**src/stripe_dma_cfg.svh**
```systemverilog
`ifndef STRIPE_DMA_CFG_SVH
`define STRIPE_DMA_CFG_SVH

//////////////////////////////////////////////////////////////////////
// Striping geometry
//////////////////////////////////////////////////////////////////////

// Banks, one read engine per bank
// Keep this a power of two, the dispatcher divides by shifting
`define STRIPE_N 4

//////////////////////////////////////////////////////////////////////
// AXI side
//////////////////////////////////////////////////////////////////////

`define DMA_DATA_BITS 64
`define DMA_ADDR_BITS 32
// Byte length of a whole request
`define DMA_LEN_BITS 20

// Beats in a full INCR burst
`define DMA_BURST_LEN 8
// Burst queue depth, bounds bursts in flight per engine
`define DMA_OUTSTANDING 4

`endif

```
**src/stripe_dma_pkg.sv**
```systemverilog
package stripe_dma_pkg;

`include "stripe_dma_cfg.svh"

  //////////////////////////////////////////////////////////////////////
  // Shared types
  //////////////////////////////////////////////////////////////////////

  // Byte address, local to one bank
  typedef logic [`DMA_ADDR_BITS-1:0] dma_addr_t;

  // Length in bytes, whole request or one stripe
  typedef logic [`DMA_LEN_BITS-1:0] dma_len_t;

  // One data beat on AXI and on the stream
  typedef logic [`DMA_DATA_BITS-1:0] dma_data_t;

endpackage

```
**src/axi_dma_rd.sv**
```systemverilog
`timescale 1ns/1ps
`include "stripe_dma_cfg.svh"

module axi_dma_rd import stripe_dma_pkg::*; (
  input  logic      aclk,
  input  logic      aresetn,
  // Stripe request from the dispatcher
  input  logic      ctrl_valid,
  output logic      stat_ready,
  input  dma_addr_t ctrl_addr,
  input  dma_len_t  ctrl_len,
  // AXI4 read address
  output logic      arvalid,
  input  logic      arready,
  output dma_addr_t araddr,
  output logic [7:0] arlen,
  // AXI4 read data
  input  logic      rvalid,
  output logic      rready,
  input  dma_data_t rdata,
  input  logic      rlast,
  // Beat stream towards the merger
  output logic      axis_tvalid,
  input  logic      axis_tready,
  output dma_data_t axis_tdata,
  output logic      axis_tlast
);

  localparam int BEAT_BYTES  = `DMA_DATA_BITS / 8;
  localparam int LOG_DATA    = $clog2(BEAT_BYTES);
  localparam int LOG_BURST   = $clog2(`DMA_BURST_LEN);
  localparam int BURST_BYTES = `DMA_BURST_LEN * BEAT_BYTES;
  // Wide enough for the burst count of any stripe
  localparam int CNT_W       = `DMA_LEN_BITS - LOG_BURST - LOG_DATA;

  logic [CNT_W-1:0]     num_full;
  logic [LOG_BURST-1:0] part_beats;
  logic                 has_part;
  logic                 take;
  logic                 start_r;
  logic [CNT_W-1:0]     bursts_m1;
  logic [7:0]           final_len;
  logic [CNT_W-1:0]     ar_cnt;
  logic                 ar_final;
  logic                 ar_idle;
  logic                 ar_done;
  logic                 arvalid_r;
  dma_addr_t            addr_r;
  logic                 arxfer;
  logic                 rxfer;
  logic                 q_not_full;
  logic                 r_final;

  //////////////////////////////////////////////////////////////////////
  // Stripe split
  //////////////////////////////////////////////////////////////////////

  // Full bursts and leftover beats, length assumed beat aligned
  assign num_full   = ctrl_len[LOG_DATA+LOG_BURST +: CNT_W];
  assign part_beats = ctrl_len[LOG_DATA +: LOG_BURST];
  assign has_part   = |part_beats;

  assign stat_ready = ar_idle;
  assign take       = ctrl_valid & stat_ready;

  always_ff @(posedge aclk) begin
    if (!aresetn) begin
      start_r <= 1'b0;
    end else begin
      start_r <= take;
    end
  end

  // Burst count minus one, final burst length as AXI arlen
  always_ff @(posedge aclk) begin
    if (take) begin
      bursts_m1 <= has_part ? num_full : num_full - 1'b1;
      final_len <= has_part ? 8'(part_beats) - 8'd1 : 8'(`DMA_BURST_LEN - 1);
    end
  end

  //////////////////////////////////////////////////////////////////////
  // AR channel
  //////////////////////////////////////////////////////////////////////

  assign arxfer  = arvalid_r & arready;
  assign ar_done = arxfer & ar_final;

  assign arvalid = arvalid_r;
  assign araddr  = addr_r;
  assign arlen   = ar_final ? final_len : 8'(`DMA_BURST_LEN - 1);

  // Bursts left after the current one, loaded a cycle after the start
  always_ff @(posedge aclk) begin
    if (!aresetn) begin
      ar_cnt <= '0;
    end else if (start_r) begin
      ar_cnt <= bursts_m1;
    end else if (arxfer) begin
      ar_cnt <= ar_cnt - 1'b1;
    end
  end
  assign ar_final = (ar_cnt == '0);

  // Idle from the last AR handshake until the next start
  always_ff @(posedge aclk) begin
    if (!aresetn) begin
      ar_idle <= 1'b1;
    end else if (take) begin
      ar_idle <= 1'b0;
    end else if (ar_done) begin
      ar_idle <= 1'b1;
    end
  end

  // New AR only while the burst queue has room
  always_ff @(posedge aclk) begin
    if (!aresetn) begin
      arvalid_r <= 1'b0;
    end else if (!ar_idle && !arvalid_r && q_not_full) begin
      arvalid_r <= 1'b1;
    end else if (arready) begin
      arvalid_r <= 1'b0;
    end
  end

  // Step one full burst per handshake
  always_ff @(posedge aclk) begin
    if (take) begin
      addr_r <= ctrl_addr;
    end else if (arxfer) begin
      addr_r <= addr_r + dma_addr_t'(BURST_BYTES);
    end
  end

  //////////////////////////////////////////////////////////////////////
  // R channel to stream
  //////////////////////////////////////////////////////////////////////

  assign rready      = axis_tready;
  assign rxfer       = rvalid & rready;
  assign axis_tvalid = rvalid;
  assign axis_tdata  = rdata;
  // Only the last beat of the final burst closes the stripe
  assign axis_tlast  = rlast & r_final;

  // One final-burst flag per outstanding burst, popped on rlast
  burst_queue burst_q_i (
    .aclk      (aclk),
    .aresetn   (aresetn),
    .push      (arxfer),
    .push_data (ar_final),
    .pop       (rxfer & rlast),
    .not_full  (q_not_full),
    .pop_data  (r_final)
  );

endmodule

```
**src/burst_queue.sv**
```systemverilog
`timescale 1ns/1ps
`include "stripe_dma_cfg.svh"

module burst_queue (
  input  logic aclk,
  input  logic aresetn,
  input  logic push,
  input  logic push_data,
  input  logic pop,
  output logic not_full,
  output logic pop_data
);

  localparam int DEPTH = `DMA_OUTSTANDING;
  localparam int PTR_W = (DEPTH > 1) ? $clog2(DEPTH) : 1;
  localparam int CNT_W = $clog2(DEPTH + 1);

  // One flag per burst in flight, oldest at rd_ptr
  logic [DEPTH-1:0] flags;
  logic [PTR_W-1:0] wr_ptr;
  logic [PTR_W-1:0] rd_ptr;
  logic [CNT_W-1:0] count;

  // Flag storage, no reset
  always_ff @(posedge aclk) begin
    if (push) begin
      flags[wr_ptr] <= push_data;
    end
  end

  // Pointers wrap at DEPTH, works for non power of two depths too
  always_ff @(posedge aclk) begin
    if (!aresetn) begin
      wr_ptr <= '0;
      rd_ptr <= '0;
      count  <= '0;
    end else begin
      if (push) wr_ptr <= (wr_ptr == PTR_W'(DEPTH - 1)) ? '0 : wr_ptr + 1'b1;
      if (pop)  rd_ptr <= (rd_ptr == PTR_W'(DEPTH - 1)) ? '0 : rd_ptr + 1'b1;
      // Push and pop together leave occupancy unchanged
      if (push && !pop) count <= count + 1'b1;
      else if (pop && !push) count <= count - 1'b1;
    end
  end

  assign not_full = (count != CNT_W'(DEPTH));
  assign pop_data = flags[rd_ptr];

endmodule

```
**src/stripe_dispatch.sv**
```systemverilog
`timescale 1ns/1ps
`include "stripe_dma_cfg.svh"

module stripe_dispatch import stripe_dma_pkg::*; (
  input  logic      aclk,
  input  logic      aresetn,
  // Request strobe from outside
  input  logic      req_valid,
  input  dma_addr_t req_addr,
  input  dma_len_t  req_len,
  // End of run from the merger
  input  logic      done,
  output logic      req_err,
  output logic      busy,
  // Broadcast to every engine and the merger
  output logic      start,
  output dma_addr_t ctrl_addr,
  output dma_len_t  ctrl_len
);

  localparam int LOG_N      = $clog2(`STRIPE_N);
  localparam int BEAT_BYTES = `DMA_DATA_BITS / 8;
  // A request must cover a whole number of beats in every bank
  localparam int GRAN_BYTES = `STRIPE_N * BEAT_BYTES;

  logic len_zero;
  logic len_misalign;
  logic accept;

  //////////////////////////////////////////////////////////////////////
  // Request check
  //////////////////////////////////////////////////////////////////////

  assign len_zero     = (req_len == '0);
  assign len_misalign = ((req_len & dma_len_t'(GRAN_BYTES - 1)) != '0);
  // Each stripe is req_len / STRIPE_N, so any dma_len_t request
  // already fits the engine burst counter
  assign accept       = req_valid & ~busy & ~len_zero & ~len_misalign;

  //////////////////////////////////////////////////////////////////////
  // Control
  //////////////////////////////////////////////////////////////////////

  always_ff @(posedge aclk) begin
    if (!aresetn) begin
      req_err <= 1'b0;
      start   <= 1'b0;
      busy    <= 1'b0;
    end else begin
      req_err <= req_valid & ~accept;
      start   <= accept;
      // Held from acceptance until the final output beat
      if (accept) busy <= 1'b1;
      else if (done) busy <= 1'b0;
    end
  end

  // Same local address in every bank, length split evenly
  always_ff @(posedge aclk) begin
    if (accept) begin
      ctrl_addr <= req_addr;
      ctrl_len  <= req_len >> LOG_N;
    end
  end

endmodule

```
**src/stripe_dma_top.sv**
```systemverilog
`timescale 1ns/1ps
`include "stripe_dma_cfg.svh"

module stripe_dma_top import stripe_dma_pkg::*; (
  input  logic                         aclk,
  input  logic                         aresetn,
  // Request and status
  input  logic                         req_valid,
  input  dma_addr_t                    req_addr,
  input  dma_len_t                     req_len,
  output logic                         req_err,
  output logic                         busy,
  output logic                         done,
  // One AXI4 read port per bank
  output logic [`STRIPE_N-1:0]         arvalid,
  input  logic [`STRIPE_N-1:0]         arready,
  output dma_addr_t [`STRIPE_N-1:0]    araddr,
  output logic [`STRIPE_N-1:0][7:0]    arlen,
  input  logic [`STRIPE_N-1:0]         rvalid,
  output logic [`STRIPE_N-1:0]         rready,
  input  dma_data_t [`STRIPE_N-1:0]    rdata,
  input  logic [`STRIPE_N-1:0]         rlast,
  // Merged AXI4-Stream output
  output logic                         m_axis_tvalid,
  input  logic                         m_axis_tready,
  output dma_data_t                    m_axis_tdata,
  output logic                         m_axis_tlast
);

  logic                      start;
  dma_addr_t                 ctrl_addr;
  dma_len_t                  ctrl_len;
  logic [`STRIPE_N-1:0]      eng_tvalid;
  logic [`STRIPE_N-1:0]      eng_tready;
  dma_data_t [`STRIPE_N-1:0] eng_tdata;
  logic [`STRIPE_N-1:0]      eng_tlast;

  stripe_dispatch dispatch_i (
    .aclk(aclk), .aresetn(aresetn),
    .req_valid(req_valid), .req_addr(req_addr), .req_len(req_len),
    .done(done), .req_err(req_err), .busy(busy),
    .start(start), .ctrl_addr(ctrl_addr), .ctrl_len(ctrl_len)
  );

  // Engines are all idle when start arrives, so ready is not checked
  for (genvar b = 0; b < `STRIPE_N; b++) begin : g_bank
    axi_dma_rd eng_i (
      .aclk(aclk), .aresetn(aresetn),
      .ctrl_valid(start), .stat_ready(), .ctrl_addr(ctrl_addr), .ctrl_len(ctrl_len),
      .arvalid(arvalid[b]), .arready(arready[b]), .araddr(araddr[b]), .arlen(arlen[b]),
      .rvalid(rvalid[b]), .rready(rready[b]), .rdata(rdata[b]), .rlast(rlast[b]),
      .axis_tvalid(eng_tvalid[b]), .axis_tready(eng_tready[b]),
      .axis_tdata(eng_tdata[b]), .axis_tlast(eng_tlast[b])
    );
  end

  stripe_merge merge_i (
    .aclk(aclk), .aresetn(aresetn), .start(start),
    .s_tvalid(eng_tvalid), .s_tready(eng_tready),
    .s_tdata(eng_tdata), .s_tlast(eng_tlast),
    .m_axis_tvalid(m_axis_tvalid), .m_axis_tready(m_axis_tready),
    .m_axis_tdata(m_axis_tdata), .m_axis_tlast(m_axis_tlast),
    .done(done)
  );

endmodule

```
**src/stripe_merge.sv**
```systemverilog
`timescale 1ns/1ps
`include "stripe_dma_cfg.svh"

module stripe_merge import stripe_dma_pkg::*; (
  input  logic                       aclk,
  input  logic                       aresetn,
  input  logic                       start,
  // Per-bank engine streams
  input  logic [`STRIPE_N-1:0]       s_tvalid,
  output logic [`STRIPE_N-1:0]       s_tready,
  input  dma_data_t [`STRIPE_N-1:0]  s_tdata,
  input  logic [`STRIPE_N-1:0]       s_tlast,
  // Merged output
  output logic                       m_axis_tvalid,
  input  logic                       m_axis_tready,
  output dma_data_t                  m_axis_tdata,
  output logic                       m_axis_tlast,
  output logic                       done
);

  localparam int SEL_W = (`STRIPE_N > 1) ? $clog2(`STRIPE_N) : 1;
  localparam logic [SEL_W-1:0] LAST = SEL_W'(`STRIPE_N - 1);

  logic [SEL_W-1:0] sel;
  logic             active;
  logic             at_last;
  logic             out_xfer;

  //////////////////////////////////////////////////////////////////////
  // Bank select
  //////////////////////////////////////////////////////////////////////

  // Walk the banks in order, one whole stripe each
  always_ff @(posedge aclk) begin
    if (!aresetn) begin
      sel    <= '0;
      active <= 1'b0;
    end else if (start) begin
      sel    <= '0;
      active <= 1'b1;
    end else if (out_xfer && s_tlast[sel]) begin
      if (at_last) active <= 1'b0;
      else sel <= sel + 1'b1;
    end
  end

  //////////////////////////////////////////////////////////////////////
  // Stream mux
  //////////////////////////////////////////////////////////////////////

  assign at_last       = (sel == LAST);
  assign m_axis_tvalid = active & s_tvalid[sel];
  assign m_axis_tdata  = s_tdata[sel];
  // Engine tlast ends a stripe, only the last bank ends the run
  assign m_axis_tlast  = at_last & s_tlast[sel];
  assign out_xfer      = m_axis_tvalid & m_axis_tready;
  assign done          = out_xfer & m_axis_tlast;

  // Other banks see no ready and hold their memory
  always_comb begin
    s_tready      = '0;
    s_tready[sel] = active & m_axis_tready;
  end

endmodule

```
**config.mk**
```make
export PLATFORM = sky130hd
export DESIGN_NAME = stripe_dma_top
export DESIGN_NICKNAME = d
export VERILOG_FILES = /design/src/stripe_dma_pkg.sv /design/src/axi_dma_rd.sv /design/src/burst_queue.sv /design/src/stripe_dispatch.sv /design/src/stripe_dma_top.sv /design/src/stripe_merge.sv
export VERILOG_INCLUDE_DIRS = /design/src
export SDC_FILE = /design/constraint.sdc
export NUM_CORES = 1
export LEC_CHECK = 0
export ABC_AREA = 1
export BUFFER_PORTS_ARGS = -buffer_cell sky130_fd_sc_hd__buf_2
export CAP_MARGIN = 40
export CORE_AREA = 2 2 220 222
export DETAILED_ROUTE_END_ITERATION = 10
export DIE_AREA = 0 0 222 224
export GPL_ROUTABILITY_DRIVEN = 0
export PLACE_DENSITY = 0.69
export REMOVE_ABC_BUFFERS = 1
export SETUP_SLACK_MARGIN = 0.02
export SYNTH_ARGS = -nofsm -noshare
export SYNTH_HDL_FRONTEND = slang
export SYNTH_SLANG_ARGS = --single-unit
```
**constraint.sdc**
```tcl
create_clock -name aclk -period 2.51 [get_ports aclk]
set_input_delay 0.6275 -clock aclk [delete_from_list [all_inputs] [get_ports aclk]]
set_output_delay 0.6275 -clock aclk [all_outputs]
set_load 0.01 [all_outputs]
```
# ---- Word level (Yosys, flattened, before mapping)
# Cells that the tools add are included.
# Widths: inputs -> output; s select.
dict set report word_totals {
  register_bits 384
  in_bits 324
  out_inout_bits 237
  word_cells 303
}
dict set report classes {
  add_sub_neg 27
  magnitude_cmp 14
  eq_ne 13
  muxes 87
  bitwise_logic 40
  n_reduce_logical 71
}
# cell count
set ops {}
lappend ops {{$mux 32} 8}
lappend ops {{$add 32x7->32 const B} 4}
lappend ops {{$bmux 64 s2} 1}
lappend ops {{$mux 14} 9}
lappend ops {{$mux 64} 1}
lappend ops {{$logic_not 14->1} 4}
lappend ops {{$sub 14x1->14 const B} 4}
lappend ops {{$reduce_bool 2->1} 23}
lappend ops {{$mux 8} 5}
lappend ops {{$and 1x1->1} 33}
lappend ops {{$mux 1} 32}
lappend ops {{$lt 2x3->1 const B} 9}
lappend ops {{$mux 3} 8}
lappend ops {{$logic_and 1x1->1} 22}
lappend ops {{$logic_not 20->1} 1}
lappend ops {{$reduce_bool 20->1} 1}
lappend ops {{$add 2x1->2 const B} 9}
lappend ops {{$eq 2x2->1 const B} 9}
lappend ops {{$bwmux 4} 4}
lappend ops {{$logic_not 1->1} 16}
lappend ops {{$mux 2} 8}
lappend ops {{$sub 12x1->13 const B} 1}
lappend ops {{$add 3x1->3 const B} 4}
lappend ops {{$bmux 1 s2} 6}
lappend ops {{other kinds (10)} 30}

# ---- Depth between registers and ports, before layout
# Gate-level depths: netlist (run 1).
dict set report logic_depth {
  depth_word 10
  depth_mapped 16
  depth_no_buf 13
}

# ---- Cells and area by module
# A second synthesis (run 1) with hierarchy kept.
dict set report hier_totals {
  hier_cells 3227
  hier_area_um2 24684.9
}
# mod instances cells_each area_each_um2 seq_area_each_um2
set by_module_without_submodules {}
lappend by_module_without_submodules {{axi_dma_rd at g_bank[0].eng_i ...} 3 614 4645.7 1841.8}
lappend by_module_without_submodules {{axi_dma_rd at g_bank[1].eng_i} 1 610 4642.0 1841.8}
lappend by_module_without_submodules {burst_queue 4 68 570.5 260.2}
lappend by_module_without_submodules {stripe_merge 1 418 2109.5 60.1}
lappend by_module_without_submodules {stripe_dispatch 1 85 1714.1 1561.5}

# ---- Worst setup path before layout (run 1)
# OpenSTA, ideal clock, no wires.
dict set report synth_timing {
  path_kind {reg-to-output}
  start {reg g_bank[0].eng_i.ar_cnt[0]}
  end {out arlen[4] (netlist name)}
  t_arrival_ps 1880
  t_required_ps 1882
  slack_ps 2
  path_stages_with_launch 10
  n_path_buf 1
  cell_sequence {dfxtp_1 -> clkinv_1 -> ha_1 -> nand2_1 -> nor2_1 -> nand3_1 -> nor4_1 -> nand2_1 -> nor3b_1 -> buf_4}
}
# item line_no
set synth_lines {}
lappend synth_lines {{start: declaration} axi_dma_rd.sv:43} ;# logic [CNT_W-1:0] ar_cnt;
lappend synth_lines {{start signal: assignment} axi_dma_rd.sv:98} ;# ar_cnt <= bursts_m1;
lappend synth_lines {{start signal: assignment} axi_dma_rd.sv:100} ;# ar_cnt <= ar_cnt - 1'b1;
lappend synth_lines {{end: declaration} stripe_dma_top.sv:18} ;# output logic [`STRIPE_N-1:0][7:0] arlen,

==> results of run 1 <==
worst paths after layout:
path                                       from                                 end  slack [ps]
max                   g_bank[0].eng_i.ar_cnt[1]                            arlen[2]        -240
min                                req_addr[29]            dispatch_i.ctrl_addr[29]         240
max reg2reg                      merge_i.sel[0]  g_bank[2].eng_i.burst_q_i.count[2]          90
min reg2reg  g_bank[3].eng_i.burst_q_i.count[2]  g_bank[3].eng_i.burst_q_i.count[2]         470
Yosys cell counts (all sizes together) (5+ instances only):
cell type | instances | area [µm²]
o211ai | 12 | 90.09
ha | 39 | 488.0
nand3b | 8 | 60.06
xnor2 | 41 | 359.1
o22ai | 64 | 400.4
a21oi | 51 | 259.0
nor3b | 5 | 47.54
dfxtp | 102 | 2042
clkbuf | 67 | 251.5
nand2 | 510 | 1944
nor3 | 54 | 411.6
a31oi | 38 | 237.7
edfxtp | 259 | 7777
buf | 46 | 295.3
nand3 | 93 | 488.0
nand4 | 34 | 240.2
nor4 | 13 | 102.6
inv | 241 | 904.6
xor2 | 62 | 543.0
nor2 | 356 | 1431
o21ai | 260 | 1313
per-layer routing:
layer  vias to the layer above  global-route usage
li1                       9411                   -
met1                     10003              0.4229
met2                      1405              0.5507
met3                       331              0.1249
met4                         6              0.1713
met5                         -                   0
area by class of cell:
| type | instances | area, µm² | area share |
|---|---|---|---|
| Multi-Input combinational cell | 1667 | 10360 | 0.3561 |
| Sequential cell | 361 | 9838 | 0.3381 |
| Timing Repair Buffer | 754 | 5812 | 0.1997 |
| Clock buffer | 58 | 1214 | 0.04171 |
| Inverter | 245 | 945.9 | 0.03250 |
| Tap cell | 615 | 769.5 | 0.02644 |
| Clock inverter | 18 | 152.6 | 0.005245 |
| Antenna cell | 3 | 7.507 | 0.0002580 |
sequential cells by signal, summed over array words and instances, names as in the netlist, 2 cells and up:
name and flops:
dispatch_i.ctrl_len 15, g_bank.eng_i.burst_q_i.flags 16, g_bank.eng_i.burst_q_i.rd_ptr 8, merge_i.sel 2, g_bank.eng_i.start_r 4, dispatch_i.ctrl_addr 32, g_bank.eng_i.ar_cnt 56, g_bank.eng_i.burst_q_i.wr_ptr 8
g_bank.eng_i.araddr 128, g_bank.eng_i.burst_q_i.count 12, g_bank.eng_i.stat_ready 4, g_bank.eng_i.bursts_m1 52, g_bank.eng_i.final_len 16, g_bank.eng_i.arvalid 4
what timing repair did:
item / in CTS / in global routing
pin swaps: 96 / 123
endpoints found under the hold margin: 0 / 0
buffers inserted: 61 / 35
gates cloned: 30 / 8
endpoints found under the setup margin: 98 / 105
resized for setup: 398 / 296
per-stage QoR:
| stage | power, µW | instance area (µm²) | hold slack, ps | TNS, ps | utilization |
|---|---|---|---|---|---|
| 2_1_floorplan | 6838 | 19410 | 438.4 | -204120 | - |
| 3_3_place_gp | 7423 | 23620 | 449.3 | 0 | 0.4988 |
| 3_5_place_dp | 7437 | 23630 | 456.5 | 0 | 0.4990 |
| 4_1_cts | 13640 | 27590 | 212.1 | -6228 | 0.5827 |
| 5_1_grt | 14050 | 29100 | 220.5 | -13240 | 0.6146 |
| 6_report | 13690 | 29100 | 240.1 | -7365 | 0.6146 |
kinds of logic (layout without fill, tap and decap cells):
| kind of cell | Yosys count | after routing | share of synthesized area |
|---|---|---|---|
| AND/OR/NAND/NOR | 1078 | 1078 | 0.2384 |
| other | 0 | 3 | 0 |
| flip-flops | 361 | 361 | 0.4920 |
| XOR/XNOR | 103 | 103 | 0.04520 |
| buffers and inverters | 358 | 1075 | 0.07347 |
| adder cells (fa/ha/maj) | 43 | 43 | 0.02846 |
| AO/OA/AOI/OAI | 443 | 443 | 0.1225 |
report_power, final:
part / leakage, µW / internal, µW / switching, µW
Sequential: 0.00310 / 6380 / 41.3
Clock: 0.000671 / 3590 / 2490
Combinational: 0.00834 / 524 / 669
critical path, cell delays in order (launching register included):
cell	delay, ps
dfxtp_2	320
inv_2	70
ha_4	140
nand2_4	50
nor2_4	90
nand3_2	90
nor4_2	130
nand2_1	150
buf_6	150
nor2_4	150
nand2_1	70
buf_2	140
==> results.toml, run 1 <==
[status]
status = "finished, violations left"
failed_checks = "negative setup slack"

[cells_and_area]
fillerInstances = 3878
drive_gt1_frac = 0.3845
layout_commonest_cell = "buf_2"
final_cells = 3721
syn2layout_area_growth_pct = 45.81
nets = 3437
mostFrequentLayoutCells = "507 x buf_2, 483 x nand2_1, 259 x edfxtp_1, 257 x nor2_1, 204 x inv_1"

[floorplan]
start_util = 0.4215
rows = 80
die_x_um = 222
dieArea_um2 = 49730
ios = 561
coreArea_um2 = 47350
die_h_um = 224

[clocking]
cts_tree = "built"
clockBufferDepth = 3
clkSinkCount = 361
cts_root_buf = "clkbuf_16"
htreeDepth = 2
cts-buffers-inserted = 41
cts_hold_buf = 0
path_clk_slew_ps = 60
clk_latency_ps = 570

[synthesis]
synth_area_um2 = 19960
yosysSeqAreaShare = 0.4920
synthArstFlopShare = 0
ys_warn_count = 0
synth_edf_count = 259
ys_seq_elements = 361
synth_cell_types = 55
syn-instance-count = 2386
syn_avg_cell_area_um2 = 8.365
ys.flop_type = "edfxtp_1"

[grt]
grt-ovfl-total = 0
grtUsageTotal = 0.3485
grt_pass1_wl_um = 127600
antenna_found_initial = 7
grt_pass1_vias = 19969
grt_max_degree = 49

[route]
dr_wl_met2_um = 40830
wl_met3_um = 11230
vias = 21156
dr.max_layer_used = "met5"
wl_um = 91800
wl_per_cell_um = 24.67
drtAntennaViolNets = 0
vias_per_cell = 5.686
dr.pass1.iters = 5
drt_iter0_drc = 1867
drc = 0
met1_length_um = 34240

[critical_path]
cp_max_fo = 4
r2r_cells = 13
cp-end-kind = "primary output"
critPathKind = "reg2out"
critPathArrivalTime_ps = 2130
startpoint_type = "register"
required_ps = 1880

[power]
p_leak_uw = 0.01211
ir_worst_vdd_v = 0.0005390
power.density_nw_per_um2 = 470.4

[job]
timing.max_cap.violations = 0

[sta]
tightest_slew_ps = 786.7
fin_crit_sh = 1.097
maxSlewHeadroom = 0.4736
skew_ps = 18.60
fin_crit_ps = 2753
finalHoldViolations = 0
fmaxAchievable_ghz = 0.3632
setup_viol = 85
fin_ws_ps = -243.5
drv_slew = 0
rsz0062_at_grt = "true"

[placement]
dp_hpwl_um = 58580
place_ws_ps = 83.93
numPortBuffers = 560
numPlacedInstances = 3520

[worst_hold_path]
holdPathStages = 1
holdCritPathClass = "in2reg"
Power figures use the tool's default switching activity.
==> inputs of run 2 (changes only) <==
--- a/config.mk
+++ b/config.mk
@@ -9,13 +9,13 @@
 export ABC_AREA = 1
 export BUFFER_PORTS_ARGS = -buffer_cell sky130_fd_sc_hd__buf_2
 export CAP_MARGIN = 40
-export CORE_AREA = 2 2 220 222
+export CORE_UTILIZATION = 50
 export DETAILED_ROUTE_END_ITERATION = 10
-export DIE_AREA = 0 0 222 224
 export GPL_ROUTABILITY_DRIVEN = 0
-export PLACE_DENSITY = 0.69
+export PLACE_DENSITY = 0.78
 export REMOVE_ABC_BUFFERS = 1
 export SETUP_SLACK_MARGIN = 0.02
 export SYNTH_ARGS = -nofsm -noshare
 export SYNTH_HDL_FRONTEND = slang
+export SYNTH_HIERARCHICAL = 1
 export SYNTH_SLANG_ARGS = --single-unit
==> run 2 against run 1 <==
  * The run still ends with negative setup slack left
  * Maximum frequency is 3.6% higher
  * Cell count is 16% higher
  * Critical path depth is 4 lower
  * Global-route usage is 1.4 points lower
  * Sequential cell count is 4 higher
  * Register-to-register slack improved by 20 ps
  * Core utilization rose by 2.1 points
  * Die area grew 0.71%
  * Sequential share of layout area fell by 1.2 points
  * First-iteration DRC count up 31%
  * Count of clock-buffer cells in the layout shrank 7
  * Non-clock buffer count fell by 37
  * Largest cell class unchanged
==> results.toml, run 2 <==
[power]
power.density_nw_per_um2 = 462.6
p_leak_uw = 0.01359
ir_worst_vdd_v = 0.0005953

[critical_path]
critPathTopFamily = "simple AND/OR/NAND/NOR gates"
crit_buf_inv = 3
startpoint_type = "register"
path_cells = "nor2_4 > inv_2 > nor3_4 > nand3_2 > nor3b_2 > buf_4 > buf_6"
reg2reg_slack_ps = 110
cp_max_fo = 5
required_ps = 1880
critPathArrivalTime_ps = 2030
worst_path_max_delay_cell = "dfxtp_2"
cpPeakStageDelay_ps = 360
critPathKind = "reg2out"
cp-end-kind = "primary output"

[clocking]
path_clk_slew_ps = 60
cts_root_buf = "clkbuf_16"
clkSinkCount = 365
clk_latency_ps = 570
cts_tree = "built"
clockBufferDepth = 3
cts-buffers-inserted = 40
htreeDepth = 2

[cells_and_area]
final_area_um2 = 30600
nets = 3998
fillerInstances = 3967
mostFrequentLayoutCells = "772 x nand2_1, 525 x buf_2, 395 x nor2_1, 309 x inv_1, 263 x edfxtp_1"
drive_gt1_frac = 0.3166
layout_commonest_cell = "nand2_1"
syn2layout_area_growth_pct = 24.41
largest_register_ffs = 128
fin_util = 0.6355

[route]
dr.pass1.iters = 7
drt_iter0_drc = 2439
wl_um = 89640
vias_per_cell = 5.555
vias = 24031
drc = 0
drtAntennaViolNets = 0
wl_per_cell_um = 20.72

[floorplan]
ios = 561
dieArea_um2 = 50080
rows = 80
coreArea_um2 = 48150
die_h_um = 223.8
die_x_um = 223.8
start_util = 0.5108

[grt]
grt-ovfl-total = 0
antenna_found_initial = 23
grtUsageTotal = 0.3349
grt_pass1_vias = 21758
grt_pass1_wl_um = 127100
grt_max_degree = 50

[placement]
place_area_um2 = 26360
dp_hpwl_um = 61710
numPortBuffers = 560

[status]
status = "finished, violations left"
failed_checks = "negative setup slack"

[sta]
fin_crit_sh = 1.059
finalHoldViolations = 0
drv_slew = 0
fmaxAchievable_ghz = 0.3763
skew_ps = 26.41
fin_crit_ps = 2658
tightest_slew_ps = 883.1
maxSlewHeadroom = 0.4113
fin_ws_ps = -147.5
setup_viol = 61
rsz0062_at_grt = "true"

[synthesis]
ys_warn_count = 6
syn-instance-count = 3224
syn_avg_cell_area_um2 = 7.629
synth_area_um2 = 24590

[worst_hold_path]
holdCritPathClass = "in2reg"

[job]
timing.max_cap.violations = 0
[run 2: report_power, final]
group / total (µW) / internal, µW / switching, µW / leakage, µW
sequential: 6510 / 6450 / 60.0 / 0.00315
combinational: 1110 / 481 / 624 / 0.00974
clock: 6540 / 4030 / 2510 / 0.000701
[run 2: layer usage]
| metal | part of all wire | vias to the layer above | global-route usage |
|---|---|---|---|
| li1 | - | 10992 | - |
| met1 | 0.37 | 11128 | 0.4124 |
| met2 | 0.43 | 1520 | 0.5032 |
| met3 | 0.12 | 377 | 0.1133 |
| met4 | 0.075 | 14 | 0.2119 |
| met5 | 0.0011 | - | 0 |
[run 2: final timing paths]
path | cells past startpoint | startpoint | end
max | 7 | g_bank[3].eng_i/ar_cnt[5] | arlen[28]
max reg2reg | 17 | merge_i/sel[0] | g_bank[2].eng_i/burst_q_i/count[2]
min reg2reg | 2 | g_bank[2].eng_i/ar_cnt[0] | g_bank[2].eng_i/ar_cnt[0]
min | 1 | req_addr[28] | dispatch_i/ctrl_addr[28]
[run 2: area by class of cell]
class / count / area [µm²] / share of cell area
diodes: 16 / 40.04 / 0.001309
repair buffers: 717 / 5002 / 0.1635
multi-input cells: 2150 / 11980 / 0.3914
well taps: 656 / 820.8 / 0.02682
clock buffers: 51 / 1095 / 0.03578
clock inverters: 23 / 359.1 / 0.01174
flip-flops and latches: 365 / 9980 / 0.3261
inverters: 348 / 1326 / 0.04334
[run 2: repair_timing]
item / in CTS / in global routing
pin swaps: 49 / 72
setup endpoints to repair: 93 / 107
hold buffers: 0 / 0
setup buffers: 36 / 31
resized for setup: 253 / 215
cloned: 13 / 11
[run 2: through the flow]
| stage | setup TNS [ps] | worst slack (ps) | power, µW | std cells | hold slack [ps] |
|---|---|---|---|---|---|
| CTS | -5097 | -200.4 | 14110 | 4270 | 209.4 |
| detailed placement | 0 | 49.60 | 7527 | 4147 | 469.1 |
| finish | -3650 | -147.5 | 14150 | 4326 | 232.9 |
| floorplan | -219240 | -3098 | 6971 | 2863 | 453.6 |
| global route | -8666 | -219.4 | 14530 | 4320 | 208.6 |
| global placement | 0 | 91.44 | 7519 | 4147 | 467.0 |
[run 2: worst reg2reg max path: stages (launching register included)]
cell and delay [ps]:
dfxtp_4 460, inv_8 70, buf_12 130, buf_6 120
ha_1 180, inv_1 50, nor2_1 60, and3_1 210
inv_2 90, ha_1 180, inv_1 70, fa_2 340
inv_1 70, nand2_1 60, nand3_1 80, nand2_1 50
inv_1 50, nor2_1 40
